File: config.mk
export PLATFORM = sky130hd
export DESIGN_NAME = phys_regfile_flat
export DESIGN_NICKNAME = d
export VERILOG_FILES = /design/src/rtl/rv32i_types.sv /design/src/rtl/cdb_if.sv /design/src/rtl/opnd_read_if.sv /design/src/rtl/phys_regfile.sv /design/src/flat_wrapper.sv
export SDC_FILE = /design/constraint.sdc
export NUM_CORES = 2
export LEC_CHECK = 0
export BUFFER_PORTS_ARGS = -buffer_cell sky130_fd_sc_hd__clkbuf_2
export CORE_UTILIZATION = 30
export DETAILED_ROUTE_END_ITERATION = 8
export GPL_ROUTABILITY_DRIVEN = 0
export MAX_ROUTING_LAYER = met4
export PLACE_DENSITY = 0.47
export SYNTH_ARGS = -nofsm -noshare
export SYNTH_HDL_FRONTEND = slang
export SYNTH_SLANG_ARGS = --single-unit
File: constraint.sdc
create_clock -name clk -period 3.9 [get_ports clk]
set_input_delay 0.195 -clock clk [delete_from_list [all_inputs] [get_ports clk]]
set_output_delay 0.195 -clock clk [all_outputs]
set_load 0.03 [all_outputs]
File: src/rtl/rv32i_types.sv
package rv32i_types;

    // data path width, one machine word
    localparam int xlen = 32;

    // physical register file size
    localparam int preg_count = 32;

    // cycles the multiplier holds the unit, issue cycle to broadcast
    localparam int mul_cycles = 4;

    // physical register index
    typedef logic [$clog2(preg_count)-1:0] preg_t;

    // reorder buffer tag
    typedef logic [3:0] rob_tag_t;

    // integer operations handled by the unit
    typedef enum logic [3:0] {
        alu_add  = 4'd0,
        alu_sub  = 4'd1,
        alu_and  = 4'd2,
        alu_or   = 4'd3,
        alu_xor  = 4'd4,
        alu_sll  = 4'd5,
        alu_srl  = 4'd6,
        alu_sra  = 4'd7,
        alu_slt  = 4'd8,
        alu_sltu = 4'd9,
        alu_mul  = 4'd10
    } alu_op_t;

    // instruction as it sits in the station
    typedef struct packed {
        alu_op_t         op;
        preg_t           rs1_source;
        preg_t           rs2_source;
        logic            rs1_met;
        logic            rs2_met;
        logic [xlen-1:0] rs1_value;
        logic [xlen-1:0] rs2_value;
        logic            use_imm;
        logic [xlen-1:0] imm;
        preg_t           rd;
        rob_tag_t        tag;
    } dispatch_reservation_t;

    // one station slot
    typedef struct packed {
        logic                  valid;
        dispatch_reservation_t inst;
    } reservation_entry_t;

endpackage

File: src/rtl/cdb_if.sv
`timescale 1ns/10ps

interface cdb_if;
    import rv32i_types::*;

    // result broadcast, no back-pressure
    logic            valid;
    rob_tag_t        tag;
    preg_t           rd;
    logic [xlen-1:0] value;

    modport source (
        output valid, tag, rd, value
    );

    // station and register file both listen
    modport listener (
        input  valid, tag, rd, value
    );

endinterface

File: src/rtl/opnd_read_if.sv
`timescale 1ns/10ps

interface opnd_read_if;
    import rv32i_types::*;

    // source lookups for the instruction being dispatched
    preg_t           rd_idx1;
    preg_t           rd_idx2;
    logic [xlen-1:0] value1;
    logic [xlen-1:0] value2;
    logic            ready1;
    logic            ready2;

    // destination marked busy on dispatch
    logic            alloc_valid;
    preg_t           alloc_rd;

    modport station (
        output rd_idx1, rd_idx2, alloc_valid, alloc_rd,
        input  value1, value2, ready1, ready2
    );

    modport regfile (
        input  rd_idx1, rd_idx2, alloc_valid, alloc_rd,
        output value1, value2, ready1, ready2
    );

endinterface

File: src/rtl/phys_regfile.sv
`timescale 1ns/10ps

module phys_regfile (
    input logic          clk,
    input logic          rst,
    opnd_read_if.regfile opnd,
    cdb_if.listener      cdb
);
    import rv32i_types::*;

    logic [xlen-1:0]       value_q [preg_count];
    logic [preg_count-1:0] ready_q;
    logic                  cdb_write;
    logic                  alloc_write;

    // register 0 is never written and never marked busy
    assign cdb_write   = cdb.valid && (cdb.rd != '0);
    assign alloc_write = opnd.alloc_valid && (opnd.alloc_rd != '0);

    // values start at zero so early reads of untouched registers are defined
    always_ff @(posedge clk) begin
        if (rst) begin
            for (int i = 0; i < preg_count; i++) begin
                value_q[i] <= '0;
            end
        end else if (cdb_write) begin
            value_q[cdb.rd] <= cdb.value;
        end
    end

    // ready bits
    always_ff @(posedge clk) begin
        if (rst) begin
            ready_q <= '1;
        end else begin
            if (cdb_write) begin
                ready_q[cdb.rd] <= 1'b1;
            end
            // allocation comes last so it wins on the same register
            if (alloc_write) begin
                ready_q[opnd.alloc_rd] <= 1'b0;
            end
        end
    end

    // combinational read ports, x0 forced to zero and ready
    always_comb begin
        if (opnd.rd_idx1 == '0) begin
            opnd.value1 = '0;
            opnd.ready1 = 1'b1;
        end else begin
            opnd.value1 = value_q[opnd.rd_idx1];
            opnd.ready1 = ready_q[opnd.rd_idx1];
        end
        if (opnd.rd_idx2 == '0) begin
            opnd.value2 = '0;
            opnd.ready2 = 1'b1;
        end else begin
            opnd.value2 = value_q[opnd.rd_idx2];
            opnd.ready2 = ready_q[opnd.rd_idx2];
        end
    end

endmodule

File: src/flat_wrapper.sv
// flat-port wrapper written by rule: the top's interface ports become plain ports
module phys_regfile_flat import rv32i_types::*;
  (clk, rst, opnd_rd_idx1, opnd_rd_idx2, opnd_alloc_valid, opnd_alloc_rd, opnd_value1, opnd_value2, opnd_ready1, opnd_ready2, cdb_valid, cdb_tag, cdb_rd, cdb_value);
  opnd_read_if opnd_i ();
  cdb_if cdb_i ();
  input logic clk;
  input logic rst;
  input wire logic [$bits(opnd_i.rd_idx1)-1:0] opnd_rd_idx1;
  input wire logic [$bits(opnd_i.rd_idx2)-1:0] opnd_rd_idx2;
  input wire logic [$bits(opnd_i.alloc_valid)-1:0] opnd_alloc_valid;
  input wire logic [$bits(opnd_i.alloc_rd)-1:0] opnd_alloc_rd;
  output wire logic [$bits(opnd_i.value1)-1:0] opnd_value1;
  output wire logic [$bits(opnd_i.value2)-1:0] opnd_value2;
  output wire logic [$bits(opnd_i.ready1)-1:0] opnd_ready1;
  output wire logic [$bits(opnd_i.ready2)-1:0] opnd_ready2;
  input wire logic [$bits(cdb_i.valid)-1:0] cdb_valid;
  input wire logic [$bits(cdb_i.tag)-1:0] cdb_tag;
  input wire logic [$bits(cdb_i.rd)-1:0] cdb_rd;
  input wire logic [$bits(cdb_i.value)-1:0] cdb_value;
  assign opnd_i.rd_idx1 = opnd_rd_idx1;
  assign opnd_i.rd_idx2 = opnd_rd_idx2;
  assign opnd_i.alloc_valid = opnd_alloc_valid;
  assign opnd_i.alloc_rd = opnd_alloc_rd;
  assign opnd_value1 = opnd_i.value1;
  assign opnd_value2 = opnd_i.value2;
  assign opnd_ready1 = opnd_i.ready1;
  assign opnd_ready2 = opnd_i.ready2;
  assign cdb_i.valid = cdb_valid;
  assign cdb_i.tag = cdb_tag;
  assign cdb_i.rd = cdb_rd;
  assign cdb_i.value = cdb_value;
  phys_regfile u_core (.clk(clk), .rst(rst), .opnd(opnd_i), .cdb(cdb_i));
endmodule
==> impl_metrics.xml <==
<?xml version="1.0" encoding="UTF-8"?>
<metrics>
  <group name="outcome">
    <metric name="status" unit="">complete, no violations</metric>
  </group>
  <group name="power">
    <metric name="maximum_vdd_drop" unit="V">0.000344</metric>
    <metric name="power" unit="µW">28500</metric>
    <metric name="power.density_cell_area" unit="mW/mm²">437</metric>
    <metric name="power.static_leakage" unit="µW">0.0225</metric>
  </group>
  <group name="sta">
    <metric name="final.setup.worst_slack" unit="ns">0.465</metric>
    <metric name="max_slew.worst_pin.slew" unit="ns">1.24</metric>
    <metric name="report.final.hold_viol_count" unit="">0</metric>
    <metric name="max_freq" unit="MHz">291</metric>
    <metric name="period_minus_slack" unit="ns">3.44</metric>
    <metric name="finalClockSkew" unit="ns">0</metric>
    <metric name="layout_worst_path_cycle_share" unit="%">88.1</metric>
    <metric name="relSlewSlack" unit="%">17.1</metric>
    <metric name="setup-tns-final" unit="ns">0</metric>
    <metric name="finalMaxSlewViolations" unit="">0</metric>
    <metric name="rsz0062_at_grt" unit="">no</metric>
    <metric name="final-setup-viol-count" unit="">0</metric>
    <metric name="worst_hold_slack" unit="ns">0.125</metric>
  </group>
  <group name="place">
    <metric name="dp_hpwl" unit="µm">129000</metric>
    <metric name="numPortBuffers" unit="">121</metric>
    <metric name="detailedPlace.worstSlack" unit="ns">0.760</metric>
  </group>
  <group name="clock_network">
    <metric name="cts_tree" unit="">yes</metric>
    <metric name="clock_tree.root_cell" unit="">sky130_fd_sc_hd__clkbuf_16</metric>
    <metric name="cts.reportedPaths.clkPinSlew" unit="ns">0.06</metric>
    <metric name="cts_buffer_depth" unit="">3</metric>
    <metric name="cts.sink_count" unit="">1056</metric>
    <metric name="insertion_delay" unit="ns">0.77</metric>
    <metric name="cts_repair_resize_count" unit="">0</metric>
    <metric name="tritoncts.num_buffers" unit="">120</metric>
    <metric name="cts_max_level" unit="">3</metric>
  </group>
  <group name="critical_path">
    <metric name="startpoint_type" unit="">register</metric>
    <metric name="crit_path_capture_type" unit="">primary output</metric>
    <metric name="worstPathRequired" unit="ns">3.70</metric>
    <metric name="crit_path_max_fanout" unit="">2</metric>
    <metric name="worstSetupPathType" unit="">register to primary output</metric>
    <metric name="critical_path_arrival" unit="ns">3.24</metric>
  </group>
  <group name="yosys">
    <metric name="synth_largest_area_cell" unit="">sky130_fd_sc_hd__edfxtp_1</metric>
    <metric name="synth_enable_flop_cells" unit="">1024</metric>
    <metric name="synth_area_leaders" unit="">sky130_fd_sc_hd__edfxtp_1, sky130_fd_sc_hd__mux4_2, sky130_fd_sc_hd__and2_1</metric>
    <metric name="syn_area" unit="mm²">0.0562</metric>
    <metric name="yosysWarningCount" unit="">0</metric>
    <metric name="syn-mean-instance-area" unit="µm²">15.1</metric>
    <metric name="post_synth_num_cell_types" unit="">47</metric>
    <metric name="commonest_register_cell_after_synthesis" unit="">sky130_fd_sc_hd__edfxtp_1</metric>
    <metric name="synth.ff_latch_count" unit="">1056</metric>
    <metric name="synthArstFlopShare" unit="%">0</metric>
    <metric name="synth_sequential_area_ratio" unit="%">55.8</metric>
    <metric name="synth_top_area_share" unit="%">54.7</metric>
    <metric name="synthesis.instances" unit="">3721</metric>
  </group>
  <group name="floorplanning">
    <metric name="chipWidth" unit="µm">435</metric>
    <metric name="core_region_area" unit="mm²">0.186</metric>
    <metric name="rows" unit="">158</metric>
    <metric name="dieHeight" unit="µm">435</metric>
    <metric name="floorplan.die_area" unit="mm²">0.189</metric>
    <metric name="io_pins" unit="">126</metric>
    <metric name="start_util" unit="%">30.3</metric>
  </group>
  <group name="global_routing">
    <metric name="number_of_global_route_vias_before_repair" unit="">35700</metric>
    <metric name="grt_pass1_wl" unit="µm">292000</metric>
    <metric name="grt.overflow.total" unit="">0</metric>
    <metric name="number_of_antenna_violations_at_the_first_check_in_global_routing" unit="">35</metric>
    <metric name="grt_start_max_net_pins" unit="">62</metric>
    <metric name="global_route.usage.total" unit="%">22.6</metric>
  </group>
  <group name="detailed_routing">
    <metric name="routed_wl" unit="µm">211000</metric>
    <metric name="drcViolationCount" unit="">0</metric>
    <metric name="wire_per_inst" unit="µm">32.8</metric>
    <metric name="first_pass_iters" unit="">6</metric>
    <metric name="detail_route.iter0.violations" unit="">3979</metric>
    <metric name="detail_route.vias_per_cell" unit="">5.45</metric>
    <metric name="detail-route-antenna-nets" unit="">0</metric>
    <metric name="detailroute.via_count" unit="">35000</metric>
  </group>
  <group name="min_path">
    <metric name="hold_path_class" unit="">primary input to register</metric>
  </group>
  <group name="finish">
    <metric name="post_route_cells_drive_above_1_share" unit="%">27.7</metric>
    <metric name="finalCoreUtilization" unit="%">35.1</metric>
    <metric name="area.growth.synth_to_final" unit="%">16.0</metric>
    <metric name="layout.nets" unit="">3892</metric>
    <metric name="final.fill_count" unit="">17800</metric>
  </group>
  <group name="run">
    <metric name="max_cap_violations" unit="">0</metric>
  </group>
</metrics>
critical path, cell delays in order, from the launching register on:
cell and delay, ns:
sky130_fd_sc_hd__edfxtp_1 0.40, sky130_fd_sc_hd__mux4_2 0.46, sky130_fd_sc_hd__a22o_1 0.28, sky130_fd_sc_hd__a211oi_1 0.86
sky130_fd_sc_hd__nor3_1 0.11, sky130_fd_sc_hd__buf_4 0.19, sky130_fd_sc_hd__clkbuf_2 0.18
cells by family (layout without fill, tap and decap cells):
kind of cell | Yosys count | in the layout | share of synthesized area, %
muxes | 727 | 727 | 23.2
other | 1 | 43 | 0.00667
buffers and inverters | 413 | 590 | 3.25
and+or+nand+nor | 1196 | 1196 | 13.0
DFF | 1056 | 1056 | 55.8
AOI/OAI and AO/OA | 328 | 328 | 4.70
synthesized netlist by cell type, drive strengths merged, types with 2 or more instances:
library cell	instances
a31oi	3
and2	997
mux2	3
clkbuf	282
nand2	38
or3b	5
a22oi	32
nand3b	8
dfxtp	32
a21oi	40
o21bai	33
mux2i	262
edfxtp	1024
o21ba	2
a311oi	2
nor2b	6
or2	2
o22ai	32
and3	33
nand4b	3
nand4bb	3
mux4	462
a21o	3
a211oi	32
a22o	64
o221ai	32
nor2	42
nor3	41
o22a	17
a2bb2oi	2
nand3	4
inv	4
buf	127
a2111oi	32
nor4b	2
or3	6
nor3b	4
flip-flops by register name, summed over array words and instances (netlist names):
signal and count:
u_core.value_q 1024, u_core.ready_q 32
what timing repair did:
item | in CTS | in global routing
hold buffers | 15 | 0
endpoints found under the hold margin | 30 | 0
setup buffers | 0 | 0
worst paths after layout:
kind / slack, ns / endpoint / cells after the start / startpoint
max: 0.46 / opnd_value2[19] / 6 / u_core.value_q[26][19]
min: 0.13 / u_core.value_q[0][0] / 2 / rst
min reg2reg: 0.45 / u_core.ready_q[0] / 1 / u_core.ready_q[0]
max reg2reg: 2.13 / u_core.ready_q[28] / 4 / u_core.ready_q[28]
layer usage:
| metal | vias to the layer above | share of wire, % | track usage [%] |
|---|---|---|---|
| met5 | - | 0 | - |
| met4 | 0 | 3.7 | 7.48 |
| met1 | 18500 | 42 | 29.5 |
| met3 | 374 | 6.0 | 2.77 |
| li1 | 14600 | - | - |
| met2 | 1459 | 49 | 36.4 |
where the power goes:
part / internal [µW] / switching [µW]
logic: 1480 / 2230
registers: 13100 / 329
clock network: 6490 / 4880
metrics by stage:
step	area (µm²)	instances
floorplan	56300	3752
global placement	61200	6175
detailed placement	61200	6175
CTS	65200	6409
global route	65200	6415
finish	65200	6420
placed cells by master, fill, tap and decap left out, types with 8 or more instances in the layout:
master | Yosys | layout
sky130_fd_sc_hd__a2111oi_0 | 11 | 11
sky130_fd_sc_hd__nor2_1 | 42 | 12
sky130_fd_sc_hd__nand2_1 | 38 | 38
sky130_fd_sc_hd__bufinv_16 | 0 | 12
sky130_fd_sc_hd__edfxtp_1 | 1024 | 1024
sky130_fd_sc_hd__a211oi_1 | 32 | 32
sky130_fd_sc_hd__clkbuf_1 | 282 | 16
sky130_fd_sc_hd__clkbuf_16 | 0 | 123
sky130_fd_sc_hd__and2_1 | 997 | 995
sky130_fd_sc_hd__a21oi_1 | 40 | 40
sky130_fd_sc_hd__o21bai_4 | 0 | 29
sky130_fd_sc_hd__clkinv_1 | 0 | 33
sky130_fd_sc_hd__dlygate4sd3_1 | 0 | 15
sky130_fd_sc_hd__o22ai_1 | 32 | 32
sky130_fd_sc_hd__a22o_1 | 64 | 64
sky130_fd_sc_hd__dfxtp_1 | 32 | 32
sky130_fd_sc_hd__a22oi_1 | 32 | 32
sky130_fd_sc_hd__nor2_4 | 0 | 30
sky130_fd_sc_hd__conb_1 | 1 | 32
sky130_fd_sc_hd__buf_12 | 0 | 44
sky130_fd_sc_hd__nand3b_1 | 8 | 8
sky130_fd_sc_hd__clkinv_2 | 0 | 25
sky130_fd_sc_hd__nor3_1 | 41 | 38
sky130_fd_sc_hd__a2111oi_2 | 21 | 21
sky130_fd_sc_hd__buf_4 | 22 | 190
sky130_fd_sc_hd__diode_2 | 0 | 11
sky130_fd_sc_hd__and3_1 | 33 | 33
sky130_fd_sc_hd__mux2i_1 | 262 | 262
sky130_fd_sc_hd__mux4_2 | 462 | 462
sky130_fd_sc_hd__clkbuf_2 | 0 | 113
sky130_fd_sc_hd__o22a_1 | 17 | 17
sky130_fd_sc_hd__o221ai_1 | 32 | 32
cell type report:
class	count	area (µm²)	share of cell area, %
diodes	11	27.5	0.0422
well taps	2480	3100	4.76
multi-input cells	2283	23700	36.4
inverters	4	15.0	0.0230
clock inverters	80	693	1.06
repair buffers	367	3090	4.75
flip-flops and latches	1056	31400	48.1
clock buffers	139	3140	4.81
Power figures use the tool's default switching activity.
