[config.mk]
export PLATFORM = sky130hd
export DESIGN_NAME = reservation_flat
export DESIGN_NICKNAME = d
export VERILOG_FILES = /design/src/rtl/rv32i_types.sv /design/src/rtl/cdb_if.sv /design/src/rtl/issue_if.sv /design/src/rtl/opnd_read_if.sv /design/src/rtl/reservation.sv /design/src/flat_wrapper.sv
export SDC_FILE = /design/constraint.sdc
export NUM_CORES = 2
export LEC_CHECK = 0
export ABC_CLOCK_PERIOD_IN_PS = 11000
export BUFFER_PORTS_ARGS = -buffer_cell sky130_fd_sc_hd__buf_2
export CAP_MARGIN = 20
export CORE_ASPECT_RATIO = 1.4
export CORE_MARGIN = 5
export CORE_UTILIZATION = 40
export CTS_BUF_LIST = sky130_fd_sc_hd__clkbuf_4
export CTS_CLUSTER_SIZE = 16
export DETAILED_ROUTE_END_ITERATION = 7
export PLACE_DENSITY = 0.66
export RECOVER_POWER = 25
export SLEW_MARGIN = 20
export SYNTH_ARGS = -nofsm -noshare
export SYNTH_HDL_FRONTEND = slang
export SYNTH_SLANG_ARGS = --single-unit
[constraint.sdc]
create_clock -name clk -period 11 [get_ports clk]
set_input_delay 2.2 -clock clk [delete_from_list [all_inputs] [get_ports clk]]
set_output_delay 2.2 -clock clk [all_outputs]
set_load 0.01 [all_outputs]
[src/rtl/rv32i_types.sv]
package rv32i_types;

    // data path width, one machine word
    localparam int xlen = 32;

    // physical register file size
    localparam int preg_count = 32;

    // cycles the multiplier holds the unit, issue cycle to broadcast
    localparam int mul_cycles = 4;

    // physical register index
    typedef logic [$clog2(preg_count)-1:0] preg_t;

    // reorder buffer tag
    typedef logic [3:0] rob_tag_t;

    // integer operations handled by the unit
    typedef enum logic [3:0] {
        alu_add  = 4'd0,
        alu_sub  = 4'd1,
        alu_and  = 4'd2,
        alu_or   = 4'd3,
        alu_xor  = 4'd4,
        alu_sll  = 4'd5,
        alu_srl  = 4'd6,
        alu_sra  = 4'd7,
        alu_slt  = 4'd8,
        alu_sltu = 4'd9,
        alu_mul  = 4'd10
    } alu_op_t;

    // instruction as it sits in the station
    typedef struct packed {
        alu_op_t         op;
        preg_t           rs1_source;
        preg_t           rs2_source;
        logic            rs1_met;
        logic            rs2_met;
        logic [xlen-1:0] rs1_value;
        logic [xlen-1:0] rs2_value;
        logic            use_imm;
        logic [xlen-1:0] imm;
        preg_t           rd;
        rob_tag_t        tag;
    } dispatch_reservation_t;

    // one station slot
    typedef struct packed {
        logic                  valid;
        dispatch_reservation_t inst;
    } reservation_entry_t;

endpackage

[src/rtl/cdb_if.sv]
`timescale 1ns/10ps

interface cdb_if;
    import rv32i_types::*;

    // result broadcast, no back-pressure
    logic            valid;
    rob_tag_t        tag;
    preg_t           rd;
    logic [xlen-1:0] value;

    modport source (
        output valid, tag, rd, value
    );

    // station and register file both listen
    modport listener (
        input  valid, tag, rd, value
    );

endinterface

[src/rtl/issue_if.sv]
`timescale 1ns/10ps

interface issue_if;
    import rv32i_types::*;

    // valid is raised whenever an entry is eligible
    logic            valid;
    logic            ready;
    alu_op_t         op;
    // a is rs1, b is rs2 or the immediate
    logic [xlen-1:0] a;
    logic [xlen-1:0] b;
    preg_t           rd;
    rob_tag_t        tag;

    modport station (
        output valid, op, a, b, rd, tag,
        input  ready
    );

    modport unit (
        input  valid, op, a, b, rd, tag,
        output ready
    );

endinterface

[src/rtl/opnd_read_if.sv]
`timescale 1ns/10ps

interface opnd_read_if;
    import rv32i_types::*;

    // source lookups for the instruction being dispatched
    preg_t           rd_idx1;
    preg_t           rd_idx2;
    logic [xlen-1:0] value1;
    logic [xlen-1:0] value2;
    logic            ready1;
    logic            ready2;

    // destination marked busy on dispatch
    logic            alloc_valid;
    preg_t           alloc_rd;

    modport station (
        output rd_idx1, rd_idx2, alloc_valid, alloc_rd,
        input  value1, value2, ready1, ready2
    );

    modport regfile (
        input  rd_idx1, rd_idx2, alloc_valid, alloc_rd,
        output value1, value2, ready1, ready2
    );

endinterface

[src/rtl/reservation.sv]
`timescale 1ns/10ps

module reservation #(
    parameter int rs_depth = 8
) (
    input  logic                          clk,
    input  logic                          rst,
    input  logic                          dispatch_valid,
    input  rv32i_types::alu_op_t          dispatch_op,
    input  rv32i_types::preg_t            dispatch_rs1,
    input  rv32i_types::preg_t            dispatch_rs2,
    input  rv32i_types::preg_t            dispatch_rd,
    input  logic [rv32i_types::xlen-1:0]  dispatch_imm,
    input  logic                          dispatch_use_imm,
    input  rv32i_types::rob_tag_t         dispatch_tag,
    output logic                          dispatch_ready,
    opnd_read_if.station                  opnd,
    issue_if.station                      issue,
    cdb_if.listener                       cdb
);
    import rv32i_types::*;

    localparam int idx_w = (rs_depth > 1) ? $clog2(rs_depth) : 1;

    reservation_entry_t    table_q [rs_depth];
    // older_q[i][j] set means entry j was dispatched before entry i
    logic [rs_depth-1:0]   older_q [rs_depth];
    logic [rs_depth-1:0]   entry_valid;
    logic [rs_depth-1:0]   eligible;
    logic [rs_depth-1:0]   grant;
    logic [idx_w-1:0]      alloc_idx;
    logic [idx_w-1:0]      issue_idx;
    logic                  alloc_en;
    logic                  issue_fire;
    logic                  rs1_bypass;
    logic                  rs2_bypass;
    dispatch_reservation_t new_inst;
    dispatch_reservation_t sel_inst;

    // per entry status
    always_comb begin
        for (int i = 0; i < rs_depth; i++) begin
            entry_valid[i] = table_q[i].valid;
            eligible[i]    = table_q[i].valid && table_q[i].inst.rs1_met
                             && table_q[i].inst.rs2_met;
        end
    end

    // full when every slot holds an instruction
    assign dispatch_ready = ~&entry_valid;
    assign alloc_en       = dispatch_valid && dispatch_ready;

    // lowest free slot
    always_comb begin
        alloc_idx = '0;
        for (int i = rs_depth - 1; i >= 0; i--) begin
            if (!entry_valid[i]) begin
                alloc_idx = idx_w'(i);
            end
        end
    end

    // operand lookup and destination allocation
    assign opnd.rd_idx1     = dispatch_rs1;
    assign opnd.rd_idx2     = dispatch_rs2;
    assign opnd.alloc_valid = alloc_en;
    assign opnd.alloc_rd    = dispatch_rd;

    // result landing this cycle is not yet in the register file
    assign rs1_bypass = cdb.valid && (cdb.rd == dispatch_rs1) && (dispatch_rs1 != '0);
    assign rs2_bypass = cdb.valid && (cdb.rd == dispatch_rs2) && (dispatch_rs2 != '0);

    // build the entry for the incoming instruction
    always_comb begin
        new_inst.op         = dispatch_op;
        new_inst.rs1_source = dispatch_rs1;
        new_inst.rs2_source = dispatch_rs2;
        new_inst.rs1_met    = opnd.ready1 | rs1_bypass;
        new_inst.rs1_value  = rs1_bypass ? cdb.value : opnd.value1;
        // an immediate leaves nothing to wait for on rs2
        new_inst.rs2_met    = dispatch_use_imm | opnd.ready2 | rs2_bypass;
        new_inst.rs2_value  = rs2_bypass ? cdb.value : opnd.value2;
        new_inst.use_imm    = dispatch_use_imm;
        new_inst.imm        = dispatch_imm;
        new_inst.rd         = dispatch_rd;
        new_inst.tag        = dispatch_tag;
    end

    // oldest eligible entry, blocked if any older one is also eligible
    always_comb begin
        for (int i = 0; i < rs_depth; i++) begin
            grant[i] = eligible[i] && !(|(older_q[i] & eligible));
        end
    end

    // grant is one-hot
    always_comb begin
        issue_idx = '0;
        for (int i = 0; i < rs_depth; i++) begin
            if (grant[i]) begin
                issue_idx = idx_w'(i);
            end
        end
    end

    assign sel_inst = table_q[issue_idx].inst;

    // issue port
    assign issue.valid = |grant;
    assign issue.op    = sel_inst.op;
    assign issue.a     = sel_inst.rs1_value;
    assign issue.b     = sel_inst.use_imm ? sel_inst.imm : sel_inst.rs2_value;
    assign issue.rd    = sel_inst.rd;
    assign issue.tag   = sel_inst.tag;
    assign issue_fire  = issue.valid && issue.ready;

    // station table with wakeup, release and insert
    always_ff @(posedge clk) begin
        if (rst) begin
            for (int i = 0; i < rs_depth; i++) begin
                table_q[i].valid <= 1'b0;
            end
        end else begin
            // wakeup from the result bus
            for (int i = 0; i < rs_depth; i++) begin
                if (cdb.valid && !table_q[i].inst.rs1_met
                    && (table_q[i].inst.rs1_source == cdb.rd)) begin
                    table_q[i].inst.rs1_met   <= 1'b1;
                    table_q[i].inst.rs1_value <= cdb.value;
                end
                if (cdb.valid && !table_q[i].inst.rs2_met
                    && (table_q[i].inst.rs2_source == cdb.rd)) begin
                    table_q[i].inst.rs2_met   <= 1'b1;
                    table_q[i].inst.rs2_value <= cdb.value;
                end
            end
            // freed once the unit takes it
            if (issue_fire) begin
                table_q[issue_idx].valid <= 1'b0;
            end
            // insert picks a slot that was free this cycle, never the issuing one
            if (alloc_en) begin
                table_q[alloc_idx].valid <= 1'b1;
                table_q[alloc_idx].inst  <= new_inst;
            end
        end
    end

    // age matrix
    always_ff @(posedge clk) begin
        if (rst) begin
            for (int i = 0; i < rs_depth; i++) begin
                older_q[i] <= '0;
            end
        end else if (alloc_en) begin
            // new entry is younger than nobody yet
            for (int i = 0; i < rs_depth; i++) begin
                older_q[i][alloc_idx] <= 1'b0;
            end
            // and younger than everything already present
            older_q[alloc_idx] <= entry_valid;
        end
    end

endmodule

[src/flat_wrapper.sv]
// flat-port wrapper written by rule: the top's interface ports become plain ports
module reservation_flat import rv32i_types::*;
#(
    parameter int rs_depth = 8
)
  (clk, rst, dispatch_valid, dispatch_op, dispatch_rs1, dispatch_rs2, dispatch_rd, dispatch_imm, dispatch_use_imm, dispatch_tag, dispatch_ready, opnd_rd_idx1, opnd_rd_idx2, opnd_alloc_valid, opnd_alloc_rd, opnd_value1, opnd_value2, opnd_ready1, opnd_ready2, issue_valid, issue_op, issue_a, issue_b, issue_rd, issue_tag, issue_ready, cdb_valid, cdb_tag, cdb_rd, cdb_value);
  opnd_read_if opnd_i ();
  issue_if issue_i ();
  cdb_if cdb_i ();
  input  logic clk;
  input  logic rst;
  input  logic dispatch_valid;
  input  rv32i_types::alu_op_t dispatch_op;
  input  rv32i_types::preg_t dispatch_rs1;
  input  rv32i_types::preg_t dispatch_rs2;
  input  rv32i_types::preg_t dispatch_rd;
  input  logic [rv32i_types::xlen-1:0] dispatch_imm;
  input  logic dispatch_use_imm;
  input  rv32i_types::rob_tag_t dispatch_tag;
  output logic dispatch_ready;
  output wire logic [$bits(opnd_i.rd_idx1)-1:0] opnd_rd_idx1;
  output wire logic [$bits(opnd_i.rd_idx2)-1:0] opnd_rd_idx2;
  output wire logic [$bits(opnd_i.alloc_valid)-1:0] opnd_alloc_valid;
  output wire logic [$bits(opnd_i.alloc_rd)-1:0] opnd_alloc_rd;
  input wire logic [$bits(opnd_i.value1)-1:0] opnd_value1;
  input wire logic [$bits(opnd_i.value2)-1:0] opnd_value2;
  input wire logic [$bits(opnd_i.ready1)-1:0] opnd_ready1;
  input wire logic [$bits(opnd_i.ready2)-1:0] opnd_ready2;
  output wire logic [$bits(issue_i.valid)-1:0] issue_valid;
  output wire logic [$bits(issue_i.op)-1:0] issue_op;
  output wire logic [$bits(issue_i.a)-1:0] issue_a;
  output wire logic [$bits(issue_i.b)-1:0] issue_b;
  output wire logic [$bits(issue_i.rd)-1:0] issue_rd;
  output wire logic [$bits(issue_i.tag)-1:0] issue_tag;
  input wire logic [$bits(issue_i.ready)-1:0] issue_ready;
  input wire logic [$bits(cdb_i.valid)-1:0] cdb_valid;
  input wire logic [$bits(cdb_i.tag)-1:0] cdb_tag;
  input wire logic [$bits(cdb_i.rd)-1:0] cdb_rd;
  input wire logic [$bits(cdb_i.value)-1:0] cdb_value;
  assign opnd_rd_idx1 = opnd_i.rd_idx1;
  assign opnd_rd_idx2 = opnd_i.rd_idx2;
  assign opnd_alloc_valid = opnd_i.alloc_valid;
  assign opnd_alloc_rd = opnd_i.alloc_rd;
  assign opnd_i.value1 = opnd_value1;
  assign opnd_i.value2 = opnd_value2;
  assign opnd_i.ready1 = opnd_ready1;
  assign opnd_i.ready2 = opnd_ready2;
  assign issue_valid = issue_i.valid;
  assign issue_op = issue_i.op;
  assign issue_a = issue_i.a;
  assign issue_b = issue_i.b;
  assign issue_rd = issue_i.rd;
  assign issue_tag = issue_i.tag;
  assign issue_i.ready = issue_ready;
  assign cdb_i.valid = cdb_valid;
  assign cdb_i.tag = cdb_tag;
  assign cdb_i.rd = cdb_rd;
  assign cdb_i.value = cdb_value;
  reservation #(.rs_depth(rs_depth)) u_core (.clk(clk), .rst(rst), .dispatch_valid(dispatch_valid), .dispatch_op(dispatch_op), .dispatch_rs1(dispatch_rs1), .dispatch_rs2(dispatch_rs2), .dispatch_rd(dispatch_rd), .dispatch_imm(dispatch_imm), .dispatch_use_imm(dispatch_use_imm), .dispatch_tag(dispatch_tag), .dispatch_ready(dispatch_ready), .opnd(opnd_i), .issue(issue_i), .cdb(cdb_i));
endmodule
==> impl_metrics.py <==
metrics = {
    "global_route": {
        "grt_busiest_layer": "met2",
        "gr-usage-all-layers": 0.221,
        "grt_pass1_vias": 32400,
        "grt.overflow.total": 0,
        "grt_util_met1": 0.271,
        "antenna_found_initial": 32,
        "gr-usage-met2": 0.366,
        "use_met3": 0.0605,
        "grt_pass1_wl_um": 212000,
        "grt_start_max_net_pins": 145,
    },
    "yosys": {
        "ys_seq_area_frac": 0.645,
        "netlist_instances": 3513,
        "syn_area_um2": 48400,
        "yosys.area.top_type": "edfxtp_1",
        "yosysTopAreaCellShare": 0.635,
        "synth_area_leaders": "edfxtp_1 (64%), mux2_2 (13%), nand2_1 (3.5%), mux2i_1 (3.3%), nand3_1 (2.1%)",
        "muxShareOfSynthArea": 0.160,
        "ys_async_sr_fraction": 0,
        "ys_warn_count": 0,
        "ys_dominant_reg_cell": "edfxtp_1",
        "synth_edf_count": 1024,
        "synth_compound_area_frac": 0.0560,
        "yosysUniqueCellTypes": 61,
        "ys_seq_elements": 1048,
        "synth_commonest_cells": "edfxtp_1 (1,024), mux2_2 (544), nand2_1 (456), nand3_1 (199), clkbuf_1 (172)",
        "synthSimpleGateAreaFrac": 0.0928,
        "synthXorXnorAreaFrac": 0.0159,
        "synth_fa_ha_area_frac": 0,
        "synth_top_family_by_area": "multiplexers",
        "syn_area_per_cell_um2": 13.8,
        "yosysMostFrequentCell": "edfxtp_1",
    },
    "sta": {
        "final-setup-viol-count": 0,
        "post-route-period-util": 0.813,
        "slew_viol_final": 47,
        "fin_tns_setup_ns": 0,
        "postLayoutSetupSlackWorst_ns": 2.06,
        "fin_crit_ns": 8.94,
        "grt_setup_unrepaired": "no",
        "tightest_slew_ns": 3.63,
        "max-slew-margin-rel": -1.42,
        "fin_worst_skew_ns": 0.103,
        "clock.fmax_mhz": 112,
        "finalHoldViolCount": 0,
    },
    "worst_hold_path": {
        "hp-class": "flop to flop",
    },
    "drt": {
        "drcViolationCount": 0,
        "viasPerCell": 5.68,
        "drtIter0Drc": 2869,
        "firstDrtPassIters": 6,
        "wirelength_um": 146000,
        "vias": 32000,
        "avgRoutedWirePerCell_um": 25.9,
        "ant_nets": 0,
    },
    "setup_path": {
        "crit_path_start_kind": "flop",
        "cp_max_fo": 107,
        "cp-end-kind": "primary output",
        "required_ns": 8.80,
        "worst-setup-path-type": "flop to primary output",
        "critPathArrivalTime_ns": 6.74,
    },
    "clock_network": {
        "clock-sinks": 1048,
        "htreeDepth": 5,
        "path_clk_slew_ns": 0.06,
        "cts_tree": "done",
        "cts_root_buffer": "clkbuf_4",
        "ctsResizeCount": 0,
        "cts.path.max_buffers": 4,
        "cts_setup_buffers": 0,
        "insertion_delay_ns": 1.20,
        "cts-buffers-inserted": 278,
        "hold_buffers": 0,
    },
    "floorplanning": {
        "die_x_um": 304,
        "die_h_um": 422,
        "rows": 151,
        "fp.coreArea_um2": 121000,
        "start_util": 0.401,
        "ios": 263,
        "floorplan.die_area_um2": 128000,
    },
    "cells_and_area": {
        "layout-drive-gt1-share": 0.321,
        "fillers": 11000,
        "layout.nets": 4013,
        "syn_to_final_growth_pct": 12.3,
        "final_util": 0.450,
    },
    "power_and_ir_drop": {
        "power.density_nw_per_um2": 151,
        "ir_drop_v": 0.000101,
        "leakagePower_nw": 19.4,
        "switchingPower_w": 0.00194,
        "clock_power_share": 0.386,
        "switching_share": 0.236,
        "combinationalPowerShare": 0.066,
        "internal_power_w": 0.00629,
        "p_seq_frac": 0.548,
        "power_w": 0.00822,
    },
    "placement": {
        "io_buffer_count": 258,
        "dpl.hpwl_um": 81100,
        "pre_cts_ws_ns": 3.27,
        "gp_congestion": 0.882,
    },
    "job": {
        "cap_violations": 1,
    },
    "run_status": {
        "violations": "capacitance limit, slew limit",
        "outcome": "complete, but fails checks",
    },
}
-- power groups by stage --
| stage | sequential (W) | clock [W] | combinational [W] |
|---|---|---|---|
| after floorplan | 0.00457 | 0 | 0.000327 |
| after global placement | 0.00459 | 0 | 0.000532 |
| after detailed placement | 0.00459 | 0 | 0.000544 |
| after CTS | 0.00451 | 0.00325 | 0.000547 |
| after global routing | 0.00451 | 0.00347 | 0.000584 |
| final | 0.00451 | 0.00317 | 0.000543 |
-- path summary, 6_finish.rpt --
kind / startpoint / end / slack, ns / cells after the start
setup / recovery: u_core.table_q[7][122]$_SDFFE_PP1P_ / issue_b[22] / 2.06 / 12
hold / removal: u_core.table_q[0][106]$_DFF_P_ / u_core.table_q[0][106]$_DFF_P_ / 0.58 / 2
setup reg to reg: u_core.table_q[1][122]$_SDFFE_PP1P_ / u_core.older_q[4][1]$_SDFFCE_PN0P_ / 5.37 / 5
hold reg to reg: u_core.table_q[0][106]$_DFF_P_ / u_core.table_q[0][106]$_DFF_P_ / 0.58 / 2
-- area by class of cell --
cell class                 count  area, um^2  share of cell area
antenna                       20        50.0            0.000921
clock buffer                 378        2840              0.0522
clock inverter                54         264             0.00486
inverter                      28         110             0.00203
multi-input combinational   2147       16000               0.294
sequential                  1048       31200               0.574
tap                         1606        2010              0.0370
timing repair buffer         342        1870              0.0344
-- per-layer routing --
metal | vias up | part of all wire | wire length (um)
met5 | - | 0.00062 | 90
met1 | 16000 | 0.39 | 56700
li1 | 14200 | - | -
met4 | 14 | 0.039 | 5700
met3 | 333 | 0.087 | 12700
met2 | 1474 | 0.48 | 70600
-- worst max-delay path, cell delays in order, from the launching register on --
cell,delay [ns]
dfxtp_1,0.67
and3_1,0.49
nand2b_1,0.12
nor4b_2,0.49
buf_12,0.64
nor4_4,0.09
buf_4,0.38
a31oi_1,0.30
nor2_1,0.10
nor3_4,0.89
buf_4,0.53
mux2i_1,0.57
buf_2,0.24
-- cells by family after synthesis --
logic type	Yosys count
buf+inv	325
flops	1048
compound gates	395
xor+xnor	88
simple gates	951
other cells	1
mux	705
-- cells in the final DEF (no fill, tap or decap), types with 22 or more instances in the layout --
cell type and instances:
edfxtp_1 1024, nand2_1 438, or4_1 46, buf_4 72, nor4_1 40, nor2_1 55
buf_2 201, nand3_1 199, mux2i_1 161, inv_1 23, clkinv_1 40, dfxtp_1 24
xnor2_1 66, a211oi_1 31, a21oi_1 151, clkbuf_4 378, a22oi_1 36, xor2_1 22
mux2_2 544, nand4_1 74, o211ai_1 32, a22o_1 80, clkbuf_1 65
-- state kept, by name (all words and copies together), names as in the netlist --
register,flops
u_core.table_q,984
u_core.older_q,64
-- metrics by stage --
stage	cell area [um^2]	cells	hold slack [ns]
global route	54300	5611	0.626
finish	54400	5623	0.581
global placement	51300	5170	0.544
floorplan	48400	3520	0.510
CTS	54400	5602	0.580
detailed placement	51300	5170	0.572
(Power assumes the default switching activity.)
